<file path="src/lcd_pattern_pkg.sv">
package lcd_pattern_pkg;

	// ------------------------------------------------------------------------
	// bar palette, 24-bit rgb888
	// ------------------------------------------------------------------------
	localparam logic [23:0] COLOR_RED    = 24'hff0000;
	localparam logic [23:0] COLOR_GREEN  = 24'h00ff00;
	localparam logic [23:0] COLOR_BLUE   = 24'h0000ff;
	localparam logic [23:0] COLOR_WHITE  = 24'hffffff;
	localparam logic [23:0] COLOR_BLACK  = 24'h000000;
	localparam logic [23:0] COLOR_YELLOW = 24'hffff00;
	localparam logic [23:0] COLOR_CYAN   = 24'h00ffff;
	localparam logic [23:0] COLOR_ROYAL  = 24'h4169e1;

	// top-to-bottom / left-to-right bar order
	localparam logic [23:0] BAR_PALETTE [0:7] = '{
		COLOR_RED, COLOR_GREEN, COLOR_BLUE, COLOR_WHITE,
		COLOR_BLACK, COLOR_YELLOW, COLOR_CYAN, COLOR_ROYAL
	};

	typedef enum logic [2:0] {
		MODE_HBAR    = 3'd0,
		MODE_VBAR    = 3'd1,
		MODE_GRAY    = 3'd2,
		MODE_PRODUCT = 3'd3,
		MODE_FRAME   = 3'd4
	} pixel_mode_t;

	// ------------------------------------------------------------------------
	// frame memory word, rgb565 or two gray pixels
	// ------------------------------------------------------------------------
	typedef struct packed {
		logic [4:0] red;
		logic [5:0] green;
		logic [4:0] blue;
	} rgb565_t;

	typedef struct packed {
		logic [7:0] gray_hi;	// odd pixel
		logic [7:0] gray_lo;	// even pixel
	} gray_pair_t;

	typedef union packed {
		rgb565_t    rgb;
		gray_pair_t gray;
	} frame_word_u;

	// apb register map
	localparam logic [11:0] REG_CTRL   = 12'h000;
	localparam logic [11:0] REG_PERIOD = 12'h004;
	localparam logic [11:0] REG_STATUS = 12'h008;	// read only
	localparam logic [11:0] FRAME_BASE = 12'h400;

endpackage

</file>
<file path="src/lcd_timing.sv">
`timescale 1ns/1ps

module lcd_timing #(
	parameter int H_DISP  = 16,
	parameter int V_DISP  = 8,
	parameter int H_TOTAL = 24,
	parameter int V_TOTAL = 12,
	parameter int H_SYNC  = 2,
	parameter int V_SYNC  = 1,
	parameter int POS_W   = 12
) (
	input  logic             clk,
	input  logic             rst_n,
	output logic [POS_W-1:0] xpos,
	output logic [POS_W-1:0] ypos,
	output logic             de_raw,
	output logic             hsync_raw,
	output logic             vsync_raw,
	output logic             frame_start
);

	logic [POS_W-1:0] h_cnt;
	logic [POS_W-1:0] v_cnt;
	logic             line_end;
	logic             frame_end;
	logic             h_active;
	logic             v_active;

	assign line_end  = (h_cnt == POS_W'(H_TOTAL - 1));
	assign frame_end = (v_cnt == POS_W'(V_TOTAL - 1));

	// ------------------------------------------------------------------------
	// free-running line and frame counters
	// ------------------------------------------------------------------------
	always_ff @(posedge clk or negedge rst_n)
	begin
		if (!rst_n)
		begin
			h_cnt <= '0;
			v_cnt <= '0;
		end
		else
		begin
			if (line_end)
			begin
				h_cnt <= '0;
				if (frame_end)
					v_cnt <= '0;
				else
					v_cnt <= v_cnt + 1'b1;
			end
			else
			begin
				h_cnt <= h_cnt + 1'b1;
			end
		end
	end

	assign h_active = (h_cnt < POS_W'(H_DISP));
	assign v_active = (v_cnt < POS_W'(V_DISP));
	assign de_raw   = h_active && v_active;

	// sync sits in the last counts of line / frame, active low
	assign hsync_raw = !(h_cnt >= POS_W'(H_TOTAL - H_SYNC));
	assign vsync_raw = !(v_cnt >= POS_W'(V_TOTAL - V_SYNC));

	assign frame_start = (h_cnt == '0) && (v_cnt == '0);

	// coordinates parked at zero in blanking
	assign xpos = de_raw ? h_cnt : '0;
	assign ypos = de_raw ? v_cnt : '0;

endmodule

</file>
<file path="src/lcd_frame_ram.sv">
`timescale 1ns/1ps

module lcd_frame_ram
	import lcd_pattern_pkg::*;
#(
	parameter int ADDR_W = 7
) (
	input  logic              clk,
	input  logic              we,
	input  logic [ADDR_W-1:0] waddr,
	input  logic [ADDR_W-1:0] raddr,
	input  frame_word_u       wdata,
	output frame_word_u       rdata
);

	localparam int DEPTH = 1 << ADDR_W;

	frame_word_u mem [0:DEPTH-1];

	// ------------------------------------------------------------------------
	// write port, apb side
	// ------------------------------------------------------------------------
	always_ff @(posedge clk)
	begin
		if (we)
			mem[waddr] <= wdata;
	end

	// ------------------------------------------------------------------------
	// read port, display side
	// one cycle latency, old data on a same-address write
	// ------------------------------------------------------------------------
	always_ff @(posedge clk)
	begin
		rdata <= mem[raddr];
	end

endmodule

</file>
<file path="src/lcd_frame_fetch.sv">
`timescale 1ns/1ps

module lcd_frame_fetch
	import lcd_pattern_pkg::*;
#(
	parameter int H_DISP = 16,
	parameter int ADDR_W = 7,
	parameter int POS_W  = 12
) (
	input  logic              clk,
	input  logic              rst_n,
	input  logic [POS_W-1:0]  xpos,
	input  logic [POS_W-1:0]  ypos,
	input  logic              format,
	output logic [ADDR_W-1:0] rd_addr,
	input  frame_word_u       rd_data,
	output logic [23:0]       fetch_pixel
);

	localparam int IDX_W = 2 * POS_W;

	logic [IDX_W-1:0] lin_idx;
	logic             odd_d;	// pixel parity, ram aligned
	logic             fmt_d;	// format, ram aligned
	logic [7:0]       red8;
	logic [7:0]       green8;
	logic [7:0]       blue8;
	logic [7:0]       gray8;

	// ------------------------------------------------------------------------
	// address stage
	// ------------------------------------------------------------------------
	assign lin_idx = ypos * IDX_W'(H_DISP) + IDX_W'(xpos);

	// gray words hold two pixels
	assign rd_addr = format ? lin_idx[ADDR_W:1] : lin_idx[ADDR_W-1:0];

	always_ff @(posedge clk or negedge rst_n)
	begin
		if (!rst_n)
		begin
			odd_d <= 1'b0;
			fmt_d <= 1'b0;
		end
		else
		begin
			odd_d <= lin_idx[0];
			fmt_d <= format;
		end
	end

	// ------------------------------------------------------------------------
	// decode stage
	// ------------------------------------------------------------------------
	always_comb
	begin
		// msb replication for 565 -> 888
		red8   = {rd_data.rgb.red, rd_data.rgb.red[4:2]};
		green8 = {rd_data.rgb.green, rd_data.rgb.green[5:4]};
		blue8  = {rd_data.rgb.blue, rd_data.rgb.blue[4:2]};
		gray8  = odd_d ? rd_data.gray.gray_hi : rd_data.gray.gray_lo;
	end

	always_ff @(posedge clk)
	begin
		if (fmt_d)
			fetch_pixel <= {3{gray8}};
		else
			fetch_pixel <= {red8, green8, blue8};
	end

endmodule

</file>
<file path="src/lcd_pattern_gen.sv">
`timescale 1ns/1ps

module lcd_pattern_gen
	import lcd_pattern_pkg::*;
#(
	parameter int H_DISP = 16,
	parameter int V_DISP = 8,
	parameter int POS_W  = 12
) (
	input  logic             clk,
	input  logic             rst_n,
	input  logic [POS_W-1:0] xpos,
	input  logic [POS_W-1:0] ypos,
	input  logic             frame_start,
	input  pixel_mode_t      ctrl_mode,
	input  logic             ctrl_auto,
	input  logic [7:0]       period,
	input  logic [23:0]      fetch_pixel,
	output logic [23:0]      pixel,
	output pixel_mode_t      active_mode,
	output logic [7:0]       frame_cnt
);

	localparam int H_STEP = (H_DISP >= 8) ? H_DISP / 8 : 1;
	localparam int V_STEP = (V_DISP >= 8) ? V_DISP / 8 : 1;

	logic [23:0]        hbar_q;
	logic [23:0]        vbar_q;
	logic [23:0]        gray_q;
	logic [23:0]        prod_q;
	logic [23:0]        pat_q;
	logic [2*POS_W-1:0] prod_full;
	logic [7:0]         eff_period;
	logic [7:0]         cnt_next;
	pixel_mode_t        next_step;

	// which eighth of the span, then palette lookup
	function automatic logic [23:0] bar_color(input logic [POS_W-1:0] pos,
		input int unsigned step);
		int unsigned band;
		band = 0;
		for (int k = 1; k < 8; k++)
		begin
			if (pos >= step * k)
				band = k;
		end
		return BAR_PALETTE[band];
	endfunction

	// ------------------------------------------------------------------------
	// stage one, one register per source
	// ------------------------------------------------------------------------
	assign prod_full = xpos * ypos;

	always_ff @(posedge clk)
	begin
		hbar_q <= bar_color(ypos, V_STEP);
		vbar_q <= bar_color(xpos, H_STEP);
		if (ypos < POS_W'(V_DISP / 2))
			gray_q <= {3{ypos[7:0]}};	// upper half
		else
			gray_q <= {3{xpos[7:0]}};
		prod_q <= prod_full[23:0];
	end

	// stage two, registered mux; frame path is already two deep
	always_ff @(posedge clk)
	begin
		case (active_mode)
			MODE_HBAR: pat_q <= hbar_q;
			MODE_VBAR: pat_q <= vbar_q;
			MODE_GRAY: pat_q <= gray_q;
			default:   pat_q <= prod_q;
		endcase
	end

	assign pixel = (active_mode == MODE_FRAME) ? fetch_pixel : pat_q;

	// ------------------------------------------------------------------------
	// active mode, only ever changes at frame_start
	// ------------------------------------------------------------------------
	assign eff_period = (period == 8'd0) ? 8'd1 : period;
	assign cnt_next   = frame_cnt + 8'd1;
	assign next_step  = (active_mode >= MODE_FRAME) ? MODE_HBAR :
		pixel_mode_t'(active_mode + 3'd1);

	always_ff @(posedge clk or negedge rst_n)
	begin
		if (!rst_n)
		begin
			active_mode <= MODE_HBAR;
			frame_cnt   <= '0;
		end
		else if (frame_start)
		begin
			if (ctrl_auto)
			begin
				if (cnt_next >= eff_period)
				begin
					active_mode <= next_step;	// slideshow step
					frame_cnt   <= '0;
				end
				else
				begin
					frame_cnt <= cnt_next;
				end
			end
			else
			begin
				// codes 5..7 fall back to bars
				active_mode <= (ctrl_mode > MODE_FRAME) ? MODE_HBAR : ctrl_mode;
				frame_cnt   <= '0;
			end
		end
	end

endmodule

</file>
<file path="src/lcd_apb_regs.sv">
`timescale 1ns/1ps

module lcd_apb_regs
	import lcd_pattern_pkg::*;
#(
	parameter int ADDR_W = 7
) (
	input  logic              clk,
	input  logic              rst_n,
	input  logic              psel,
	input  logic              penable,
	input  logic              pwrite,
	input  logic [11:0]       paddr,
	input  logic [31:0]       pwdata,
	output logic [31:0]       prdata,
	output logic              pready,
	output logic              pslverr,
	output logic              ram_we,
	output logic [ADDR_W-1:0] ram_waddr,
	output frame_word_u       ram_wdata,
	output pixel_mode_t       ctrl_mode,
	output logic              ctrl_auto,
	output logic              ctrl_format,
	output logic [7:0]        period,
	input  pixel_mode_t       active_mode,
	input  logic [7:0]        frame_cnt
);

	localparam int WIN_BYTES = 4 << ADDR_W;	// one 32-bit slot per word

	logic access;
	logic sel_ctrl;
	logic sel_period;
	logic sel_status;
	logic sel_ram;
	logic mapped;
	logic reg_wr;

	// ------------------------------------------------------------------------
	// address decode
	// ------------------------------------------------------------------------
	assign sel_ctrl   = (paddr == REG_CTRL);
	assign sel_period = (paddr == REG_PERIOD);
	assign sel_status = (paddr == REG_STATUS);
	assign sel_ram    = (paddr >= FRAME_BASE) &&
		(int'(paddr) < int'(FRAME_BASE) + WIN_BYTES);
	assign mapped     = sel_ctrl || sel_period || sel_status || sel_ram;

	assign access = psel && penable;
	assign reg_wr = access && pwrite;

	assign pready  = 1'b1;	// no wait states
	assign pslverr = access && !mapped;

	// frame window straight through to the ram
	assign ram_we    = reg_wr && sel_ram;
	assign ram_waddr = paddr[ADDR_W+1:2];
	assign ram_wdata = frame_word_u'(pwdata[15:0]);

	always_ff @(posedge clk or negedge rst_n)
	begin
		if (!rst_n)
		begin
			ctrl_mode   <= MODE_HBAR;
			ctrl_auto   <= 1'b0;
			ctrl_format <= 1'b0;
			period      <= '0;
		end
		else if (reg_wr)
		begin
			if (sel_ctrl)
			begin
				ctrl_mode   <= pixel_mode_t'(pwdata[2:0]);
				ctrl_auto   <= pwdata[3];
				ctrl_format <= pwdata[4];
			end
			if (sel_period)
				period <= pwdata[7:0];
		end
	end

	// read mux, window reads give zero
	always_comb
	begin
		prdata = '0;
		if (psel && !pwrite)
		begin
			if (sel_ctrl)
				prdata = {27'd0, ctrl_format, ctrl_auto, ctrl_mode};
			else if (sel_period)
				prdata = {24'd0, period};
			else if (sel_status)
				prdata = {16'd0, frame_cnt, 5'd0, active_mode};
		end
	end

endmodule

</file>
<file path="src/lcd_pattern_top.sv">
`timescale 1ns/1ps

module lcd_pattern_top
	import lcd_pattern_pkg::*;
#(
	parameter int H_DISP  = 16,
	parameter int V_DISP  = 8,
	parameter int H_TOTAL = 24,
	parameter int V_TOTAL = 12,
	parameter int H_SYNC  = 2,
	parameter int V_SYNC  = 1,
	parameter int ADDR_W  = 7,
	parameter int POS_W   = 12
) (
	input  logic        clk,
	input  logic        rst_n,
	input  logic        psel,
	input  logic        penable,
	input  logic        pwrite,
	input  logic [11:0] paddr,
	input  logic [31:0] pwdata,
	output logic [31:0] prdata,
	output logic        pready,
	output logic        pslverr,
	output logic [23:0] rgb,
	output logic        de,
	output logic        hsync,
	output logic        vsync
);

	logic [POS_W-1:0]  xpos;
	logic [POS_W-1:0]  ypos;
	logic              de_raw;
	logic              hsync_raw;
	logic              vsync_raw;
	logic              frame_start;
	logic              ram_we;
	logic [ADDR_W-1:0] ram_waddr;
	frame_word_u       ram_wdata;
	logic [ADDR_W-1:0] rd_addr;
	frame_word_u       rd_data;
	logic [23:0]       fetch_pixel;
	logic [23:0]       pixel;
	pixel_mode_t       ctrl_mode;
	logic              ctrl_auto;
	logic              ctrl_format;
	logic [7:0]        period;
	pixel_mode_t       active_mode;
	logic [7:0]        frame_cnt;
	logic [1:0]        de_dly;	// matches two-cycle pixel latency
	logic [1:0]        hs_dly;
	logic [1:0]        vs_dly;

	lcd_timing #(
		.H_DISP(H_DISP), .V_DISP(V_DISP), .H_TOTAL(H_TOTAL), .V_TOTAL(V_TOTAL),
		.H_SYNC(H_SYNC), .V_SYNC(V_SYNC), .POS_W(POS_W)
	) u_timing (
		.clk(clk), .rst_n(rst_n), .xpos(xpos), .ypos(ypos), .de_raw(de_raw),
		.hsync_raw(hsync_raw), .vsync_raw(vsync_raw), .frame_start(frame_start)
	);

	lcd_apb_regs #(.ADDR_W(ADDR_W)) u_regs (
		.clk(clk), .rst_n(rst_n), .psel(psel), .penable(penable), .pwrite(pwrite),
		.paddr(paddr), .pwdata(pwdata), .prdata(prdata), .pready(pready),
		.pslverr(pslverr), .ram_we(ram_we), .ram_waddr(ram_waddr),
		.ram_wdata(ram_wdata), .ctrl_mode(ctrl_mode), .ctrl_auto(ctrl_auto),
		.ctrl_format(ctrl_format), .period(period), .active_mode(active_mode),
		.frame_cnt(frame_cnt)
	);

	lcd_frame_ram #(.ADDR_W(ADDR_W)) u_ram (
		.clk(clk), .we(ram_we), .waddr(ram_waddr), .raddr(rd_addr),
		.wdata(ram_wdata), .rdata(rd_data)
	);

	lcd_frame_fetch #(.H_DISP(H_DISP), .ADDR_W(ADDR_W), .POS_W(POS_W)) u_fetch (
		.clk(clk), .rst_n(rst_n), .xpos(xpos), .ypos(ypos), .format(ctrl_format),
		.rd_addr(rd_addr), .rd_data(rd_data), .fetch_pixel(fetch_pixel)
	);

	lcd_pattern_gen #(.H_DISP(H_DISP), .V_DISP(V_DISP), .POS_W(POS_W)) u_gen (
		.clk(clk), .rst_n(rst_n), .xpos(xpos), .ypos(ypos),
		.frame_start(frame_start), .ctrl_mode(ctrl_mode), .ctrl_auto(ctrl_auto),
		.period(period), .fetch_pixel(fetch_pixel), .pixel(pixel),
		.active_mode(active_mode), .frame_cnt(frame_cnt)
	);

	// ------------------------------------------------------------------------
	// sync delay and output register with blanking
	// ------------------------------------------------------------------------
	always_ff @(posedge clk or negedge rst_n)
	begin
		if (!rst_n)
		begin
			de_dly <= '0;
			hs_dly <= '1;	// idle high
			vs_dly <= '1;
			rgb    <= '0;
			de     <= 1'b0;
			hsync  <= 1'b1;
			vsync  <= 1'b1;
		end
		else
		begin
			de_dly <= {de_dly[0], de_raw};
			hs_dly <= {hs_dly[0], hsync_raw};
			vs_dly <= {vs_dly[0], vsync_raw};
			rgb    <= de_dly[1] ? pixel : 24'd0;
			de     <= de_dly[1];
			hsync  <= hs_dly[1];
			vsync  <= vs_dly[1];
		end
	end

endmodule

</file>
<file path="config.mk">
export PLATFORM = sky130hd
export DESIGN_NAME = lcd_pattern_top
export DESIGN_NICKNAME = d
export VERILOG_FILES = /design/src/lcd_pattern_pkg.sv /design/src/lcd_timing.sv /design/src/lcd_frame_ram.sv /design/src/lcd_frame_fetch.sv /design/src/lcd_pattern_gen.sv /design/src/lcd_apb_regs.sv /design/src/lcd_pattern_top.sv
export SDC_FILE = /design/constraint.sdc
export NUM_CORES = 2
export LEC_CHECK = 0
export BUFFER_PORTS_ARGS = -buffer_cell sky130_fd_sc_hd__buf_4
export CORE_AREA = 2 2 606 668
export CTS_BUF_LIST = sky130_fd_sc_hd__clkbuf_8 sky130_fd_sc_hd__clkbuf_16
export CTS_CLUSTER_SIZE = 30
export DETAILED_ROUTE_END_ITERATION = 16
export DIE_AREA = 0 0 608 670
export GPL_ROUTABILITY_DRIVEN = 0
export MAX_ROUTING_LAYER = met4
export PLACE_DENSITY = 0.35
export SETUP_SLACK_MARGIN = 0.3
export SYNTH_ARGS = -nofsm -noshare
export SYNTH_HDL_FRONTEND = slang
export SYNTH_SLANG_ARGS = --single-unit
</file>
<file path="constraint.sdc">
create_clock -name clk -period 6 [get_ports clk]
set_input_delay 1.2 -clock clk [delete_from_list [all_inputs] [get_ports clk]]
set_output_delay 1.2 -clock clk [all_outputs]
set_load 0.01 [all_outputs]
</file>
Yosys cells after proc, flatten, opt, wreduce, memory -nomap -nowiden
Memory sizes are Yosys's and may differ from the RTL's. A register that Yosys moved wholly into a read port is not among the register bits.
Cells that the tools add are included.
{"block": "word_totals", "ram_bits": 2048, "wordCells": 125, "reg_bits": 179, "romBits": 384, "in_bits": 49, "n_memories": 3}
{"name": "u_ram.mem", "words": 128, "width": 16, "read_ports": 1, "rd_ports_with_merged_regs": 1, "write_ports": 1, "line": "lcd_frame_ram.sv:18", "source": "frame_word_u mem [0:DEPTH-1];"}
{"name": "(name not given)", "words": 8, "width": 24, "read_ports": 1, "rd_ports_with_merged_regs": 1, "write_ports": 0, "line": "lcd_pattern_gen.sv:47", "source": "return BAR_PALETTE[band];"}
{"name": "(name not given)", "words": 8, "width": 24, "read_ports": 1, "rd_ports_with_merged_regs": 1, "write_ports": 0, "line": "lcd_pattern_gen.sv:47"}
{"block": "classes", "reduce_logical": 23, "magnitude_cmp": 24, "eq_ne": 8, "addsub": 5, "n_bitwise": 2, "n_mul": 1, "n_mux": 38}
{"op": "32-bit 2-to-1 mux", "n": 9}
{"op": "24-bit 2-to-1 mux", "n": 4}
{"op": "12-bit by 3-bit >= comparator with 1-bit output (second input constant)", "n": 6}
{"op": "24-bit one-hot mux with 3 select lines", "n": 1}
{"op": "12-bit by 4-bit >= comparator with 1-bit output (second input constant)", "n": 5}
{"op": "12-bit 2-to-1 mux", "n": 4}
{"op": "12-bit by 2-bit >= comparator with 1-bit output (second input constant)", "n": 3}
{"op": "12-bit logical NOT", "n": 3}
{"op": "3-bit NOT with 33-bit output", "n": 1}
{"op": "32-bit NOT with 33-bit output", "n": 1}
{"op": "8-bit 2-to-1 mux", "n": 4}
{"op": "12-bit by 1-bit adder with 12-bit output (second input constant)", "n": 2}
{"op": "12-bit by 4-bit equality test with 1-bit output (second input constant)", "n": 2}
{"op": "12-bit by 12-bit multiplier with 24-bit output", "n": 1}
{"op": "3-bit 2-to-1 mux", "n": 8}
{"op": "16-bit 2-to-1 mux", "n": 1}
{"op": "12-bit by 3-bit equality test with 1-bit output (second input constant)", "n": 1}
{"op": "12-bit by 5-bit equality test with 1-bit output (second input constant)", "n": 1}
{"op": "12-bit by 1-bit >= comparator with 1-bit output (second input constant)", "n": 1}
{"op": "12-bit by 11-bit >= comparator with 1-bit output (second input constant)", "n": 1}
{"op": "12-bit by 5-bit >= comparator with 1-bit output (second input constant)", "n": 1}
{"op": "12-bit by 11-bit < comparator with 1-bit output (second input constant)", "n": 1}
{"op": "12-bit by 3-bit < comparator with 1-bit output (second input constant)", "n": 1}
{"op": "12-bit by 4-bit < comparator with 1-bit output (second input constant)", "n": 1}
{"op": "20 further kinds", "n": 38}

Longest topological paths before layout
{"block": "depth", "word_depth": 12, "depth_mapped": 28}

Modules after synthesis
A second synthesis with hierarchy kept.
{"block": "hier_totals", "hier_cells": 4396, "area_unflattened_um2": 91236.3}
{"module": "lcd_frame_ram", "instances": 1, "cells_each": 3086, "area_per_inst_um2": 78522.8}
{"module": "lcd_pattern_gen", "instances": 1, "cells_each": 879, "area_per_inst_um2": 7992.7}
{"module": "lcd_timing", "instances": 1, "cells_each": 151, "area_per_inst_um2": 1472.7}
{"module": "lcd_apb_regs", "instances": 1, "cells_each": 121, "area_per_inst_um2": 1156.1}
{"module": "lcd_frame_fetch", "instances": 1, "cells_each": 100, "area_per_inst_um2": 1063.5}
{"module": "lcd_pattern_top", "instances": 1, "cells_each": 59, "area_per_inst_um2": 1028.5}

Worst setup path before layout
Ideal clock, no wire load.
{"block": "synth_path", "kind": "register -> register", "startpoint": "register u_timing.v_cnt[4]", "endpoint": "register u_gen.prod_q[6]", "synth_period_minus_slack_ps": 4247, "setup_slack_ps": 1753, "path_stages_with_launch": 21, "t_required_ps": 5882, "arrival_time_ps": 4129, "cell_sequence": "dfrtp_1 -> nor4_4 -> and3_1 -> buf_2 -> nand2_1 -> inv_1 -> nand2_1 -> inv_1 -> and2_1 -> inv_1 -> fa_1 -> inv_1 -> ha_1 -> ha_1 -> inv_1 -> fa_1 -> inv_1 -> ha_1 -> inv_1 -> fa_1 -> xnor2_1"}
{"block": "synth_via", "elab_chain_len": 4, "word_cells_on_any_way": 5}
{"element": "start: declaration", "line": "lcd_timing.sv:23", "source": "logic [POS_W-1:0] v_cnt;"}
{"element": "start signal: assignment", "line": "lcd_timing.sv:50", "source": "v_cnt <= v_cnt + 1'b1;"}
{"element": "12-bit by 4-bit < comparator with 1-bit output *", "line": "lcd_timing.sv:60", "source": "assign v_active = (v_cnt < POS_W'(V_DISP));"}
{"element": "1-bit logical AND *", "line": "lcd_timing.sv:61", "source": "assign de_raw = h_active && v_active;"}
{"element": "named net de_raw", "line": "lcd_pattern_top.sv:33", "source": "logic de_raw;"}
{"element": "12-bit 2-to-1 mux, on equally long branches", "line": "lcd_timing.sv:70, lcd_timing.sv:71"}
{"element": "12-bit by 12-bit multiplier with 24-bit output *", "line": "lcd_pattern_gen.sv:53", "source": "assign prod_full = xpos * ypos;"}
{"element": "named net u_gen.prod_full[6]", "line": "lcd_pattern_gen.sv:32", "source": "logic [2*POS_W-1:0] prod_full;"}
{"element": "end signal: assignment", "line": "lcd_pattern_gen.sv:63", "source": "prod_q <= prod_full[23:0];"}
{"element": "end: declaration", "line": "lcd_pattern_gen.sv:30", "source": "logic [23:0] prod_q;"}
The timed path passes the listed nets; every way through them passes the cells marked *.
A chain may end at the register's enable or synchronous reset.

Worst setup path after layout
{"block": "layout_path", "startpoint": "input paddr[6]", "endpoint": "output prdata[9]"}
{"block": "layout_via", "elab_chain_len": 5, "word_cells_on_any_way": 7}
{"element": "start: declaration", "line": "lcd_pattern_top.sv:20", "source": "input logic [11:0] paddr,"}
{"element": "12-bit by 4-bit equality test with 1-bit output", "line": "lcd_apb_regs.sv:44", "source": "assign sel_status = (paddr == REG_STATUS);"}
{"element": "16-bit 2-to-1 mux", "line": "lcd_apb_regs.sv:92", "source": "else if (sel_status)"}
{"element": "32-bit 2-to-1 mux", "line": "lcd_apb_regs.sv:90", "source": "else if (sel_period)"}
{"element": "32-bit 2-to-1 mux *", "line": "lcd_apb_regs.sv:88", "source": "if (sel_ctrl)"}
{"element": "32-bit 2-to-1 mux *", "line": "lcd_apb_regs.sv:86", "source": "if (psel && !pwrite)"}
{"element": "end: declaration", "line": "lcd_pattern_top.sv:22", "source": "output logic [31:0] prdata,"}
Every way passes the cells marked *; elsewhere a longest branch is shown, timed or not.

==> results.json <==
{
  "gr-usage-all-layers": 0.152,
  "viasPerCell": 4.48,
  "dr_total_vias": 53655,
  "yosysSeqAreaShare": 0.717,
  "coreArea_um2": 401000,
  "worst-setup-path-type": "primary input to output pin",
  "insertion_delay_ns": 0.89,
  "htreeDepth": 5,
  "cts_tree": "done",
  "fmax_mhz": 193,
  "crit_family": "simple AND/OR/NAND/NOR gates",
  "grt-ovfl-total": 0,
  "path_max_fanout": 9,
  "rows": 244,
  "grt_pass1_vias": 53372,
  "start_util": 0.229,
  "drive_gt1_frac": 0.131,
  "numCtsBuffers": 267,
  "fp.dieH_um": 670,
  "vdd_drop_max_uv": 309,
  "total_power_mw": 35.5,
  "maxCapViolations": 0,
  "antenna_found_initial": 20,
  "drcViolationCount": 0,
  "async_flop_share": 0.0371,
  "powerDensity_nw_per_um2": 326,
  "p_leak_nw": 35.6,
  "post_cts_buffers": 0,
  "synth.area.top_cells": "edfxtp_1 67%, mux2i_1 7.2%, nand2_1 2.7%",
  "synth_flop_cell": "edfxtp_1",
  "syn_area_um2": 91700,
  "postRouteAntennaNets": 0,
  "layout_setup_ws_ns": 0.819,
  "wirelength_mm": 310,
  "synthTopCellsByCount": "2048 x edfxtp_1, 660 x mux2i_1, 656 x nand2_1",
  "yosys_register_bits": 2239,
  "critPathSlowestCell": "nor2_1",
  "slew_headroom": 0.254,
  "outcome": "complete, no violations",
  "io_pins": 110,
  "rsz0062_at_grt": "false",
  "final-setup-viol-count": 0,
  "tightest_slew_ns": 1.12,
  "slew_violations": 0,
  "cpPeakStageDelay_ns": 0.69,
  "yosys_warnings": 0,
  "final_nets": 6719,
  "crit_path_start_kind": "primary input",
  "cts-root-buf": "clkbuf_16",
  "first_iter_violations": 4756,
  "syn2layout_area_growth_pct": 18.7,
  "hold_viol": 0,
  "holdBufCountCts": 0,
  "end_kind": "output pin",
  "cts_resized": 0,
  "skew_ns": 0.0463,
  "fin_crit_ns": 5.18,
  "die_x_um": 608,
  "synth.largest_area_cell": "edfxtp_1",
  "n_fill_cell": 40783,
  "clock_path_buffers": 4,
  "synthesis.instances": 6033,
  "synth_top_area_share": 0.671,
  "synthMostInstantiatedCell": "edfxtp_1",
  "arrival_ns": 3.98,
  "grt_max_degree": 129,
  "synth_edf_count": 2048,
  "dp_hpwl_mm": 182,
  "clock_sinks": 2239,
  "avgRoutedWirePerCell_um": 25.9,
  "syn_area_per_cell_um2": 15.2,
  "fin_tns_setup_ns": 0,
  "dr.pass1.iters": 9,
  "path_buf_inv": 2,
  "portBuffers": 76,
  "crit_required_ns": 4.80,
  "die-area_um2": 407000,
  "crit_path_cell_trace": "buf_4 > nor2_1 > nand2_1 > nor2_1 > nand3b_1 > nor2b_1 > and2_1 > buf_4",
  "period_share": 0.863,
  "dp_slack_ns": 0.843,
  "grt_pass1_wl_mm": 430,
  "cts.clk_slew.worst_paths_ns": 0.06,
  "ys_types": 67,
  "hold_path_class": "register to register"
}
## per-layer routing
layer | up-vias | part of all wire | GRT usage
met2 | 1404 | 0.47 | 0.241
met5 | - | 0 | -
li1 | 23955 | - | -
met1 | 27877 | 0.45 | 0.201
met3 | 419 | 0.052 | 0.0259
met4 | 0 | 0.029 | 0.0418
## path summary, 6_finish.rpt
check / slack, ns / to / from / cells past startpoint
worst max register to register: 1.12 / u_gen.prod_q[6] / u_timing.h_cnt[6] / 19
min in group asynchronous: 0.53 / rgb[0] / rst_n / 1
worst max-delay path: 0.82 / prdata[9] / paddr[6] / 8
max in group asynchronous: 4.77 / u_regs.ctrl_mode[2] / rst_n / 1
worst min register to register: 0.35 / vsync / vs_dly[1] / 0
worst min-delay path: 0.35 / vsync / vs_dly[1] / 0
## kinds of logic (layout without fill, tap and decap cells)
| logic type | after synthesis | in the layout | share of synthesized area |
|---|---|---|---|
| DFF | 2239 | 2239 | 0.717 |
| and+or+nand+nor | 1463 | 1463 | 0.0722 |
| AOI/OAI and AO/OA | 866 | 866 | 0.0709 |
| muxes | 673 | 673 | 0.0736 |
| buffers and inverters | 555 | 1039 | 0.0277 |
| adders and majority gates | 191 | 191 | 0.0343 |
| xor gates and xnor gates | 44 | 44 | 0.00420 |
| other | 2 | 173 | 0.0000819 |
## sequential cells by signal, summed over array words and instances, names as in the netlist, 2 cells and up
name and cells:
u_ram.rdata 16, u_gen.pat_q 24, u_gen.frame_cnt 8, u_timing.h_cnt 12, u_ram.mem 2048, u_gen.prod_q 24
u_regs.period 8, u_fetch.fetch_pixel 24, u_regs.ctrl_mode 3, u_gen.hbar_q 6, u_timing.v_cnt 12, rgb 24
u_gen.active_mode 3, vs_dly 2, de_dly 2, u_gen.gray_q 8, u_gen.vbar_q 6, hs_dly 2
## placed cells by master (no fill, tap or decap), types with 17 or more instances in the layout
cell type and count:
inv_1 236, a32o_1 64, a221oi_1 23, a32oi_1 65, o21ai_0 166, dfxtp_1 108
buf_4 372, a221o_1 48, a222oi_1 128, edfxtp_1 2048, clkbuf_16 272, a21o_1 131
and3_1 17, dfrtp_1 77, nor2_2 53, mux2i_1 659, diode_2 18, nand2_1 650
nand4_1 151, clkinv_2 35, clkinv_1 45, buf_12 28, a31oi_1 71, nand3_1 342
fa_1 101, nor2_1 162, a21oi_1 103, ha_1 90, a21boi_0 25, xnor2_1 30
conb_1 155
## stage by stage
step | instance area (µm²) | std cells | util | hold WS, ns
final | 109000 | 11977 | 0.272 | 0.347
after global routing | 109000 | 11961 | 0.272 | 0.347
after CTS | 109000 | 11959 | 0.272 | 0.353
after detailed placement | 101000 | 11499 | 0.252 | 0.347
after global placement | 101000 | 11499 | 0.252 | 0.350
after floorplan | 92300 | 6186 | - | 0.331
## worst reg2reg max path, stage by stage, from the launching register on
cell and delay (ns):
dfrtp_1 0.45, nor3_1 0.56, and2_4 0.27, nand2_1 0.15, inv_1 0.22, nand2_1 0.17
inv_1 0.20, and2_1 0.16, inv_1 0.06, fa_1 0.48, inv_1 0.04, ha_1 0.31
ha_1 0.29, inv_1 0.07, fa_1 0.41, inv_1 0.07, ha_1 0.20, inv_1 0.08
fa_1 0.45, xnor2_1 0.14
## area by class of cell
cell class              count  area [µm²]  share of cell area
clock inverters           181        1080             0.00994
multi-input cells        3392       24300               0.223
clock buffers             279        6900              0.0634
repair buffers            416        3530              0.0325
flip-flops and latches   2239       65700               0.604
well taps                5289        6620              0.0608
diodes                     18        45.0            0.000414
inverters                 163         612             0.00562
## where the power goes
group          total (mW)  internal (mW)  switching, mW
registers            17.2           17.2         0.0494
clock network        15.1           8.66           6.44
logic                3.13           1.30           1.83
Power figures use the tool's default switching activity.
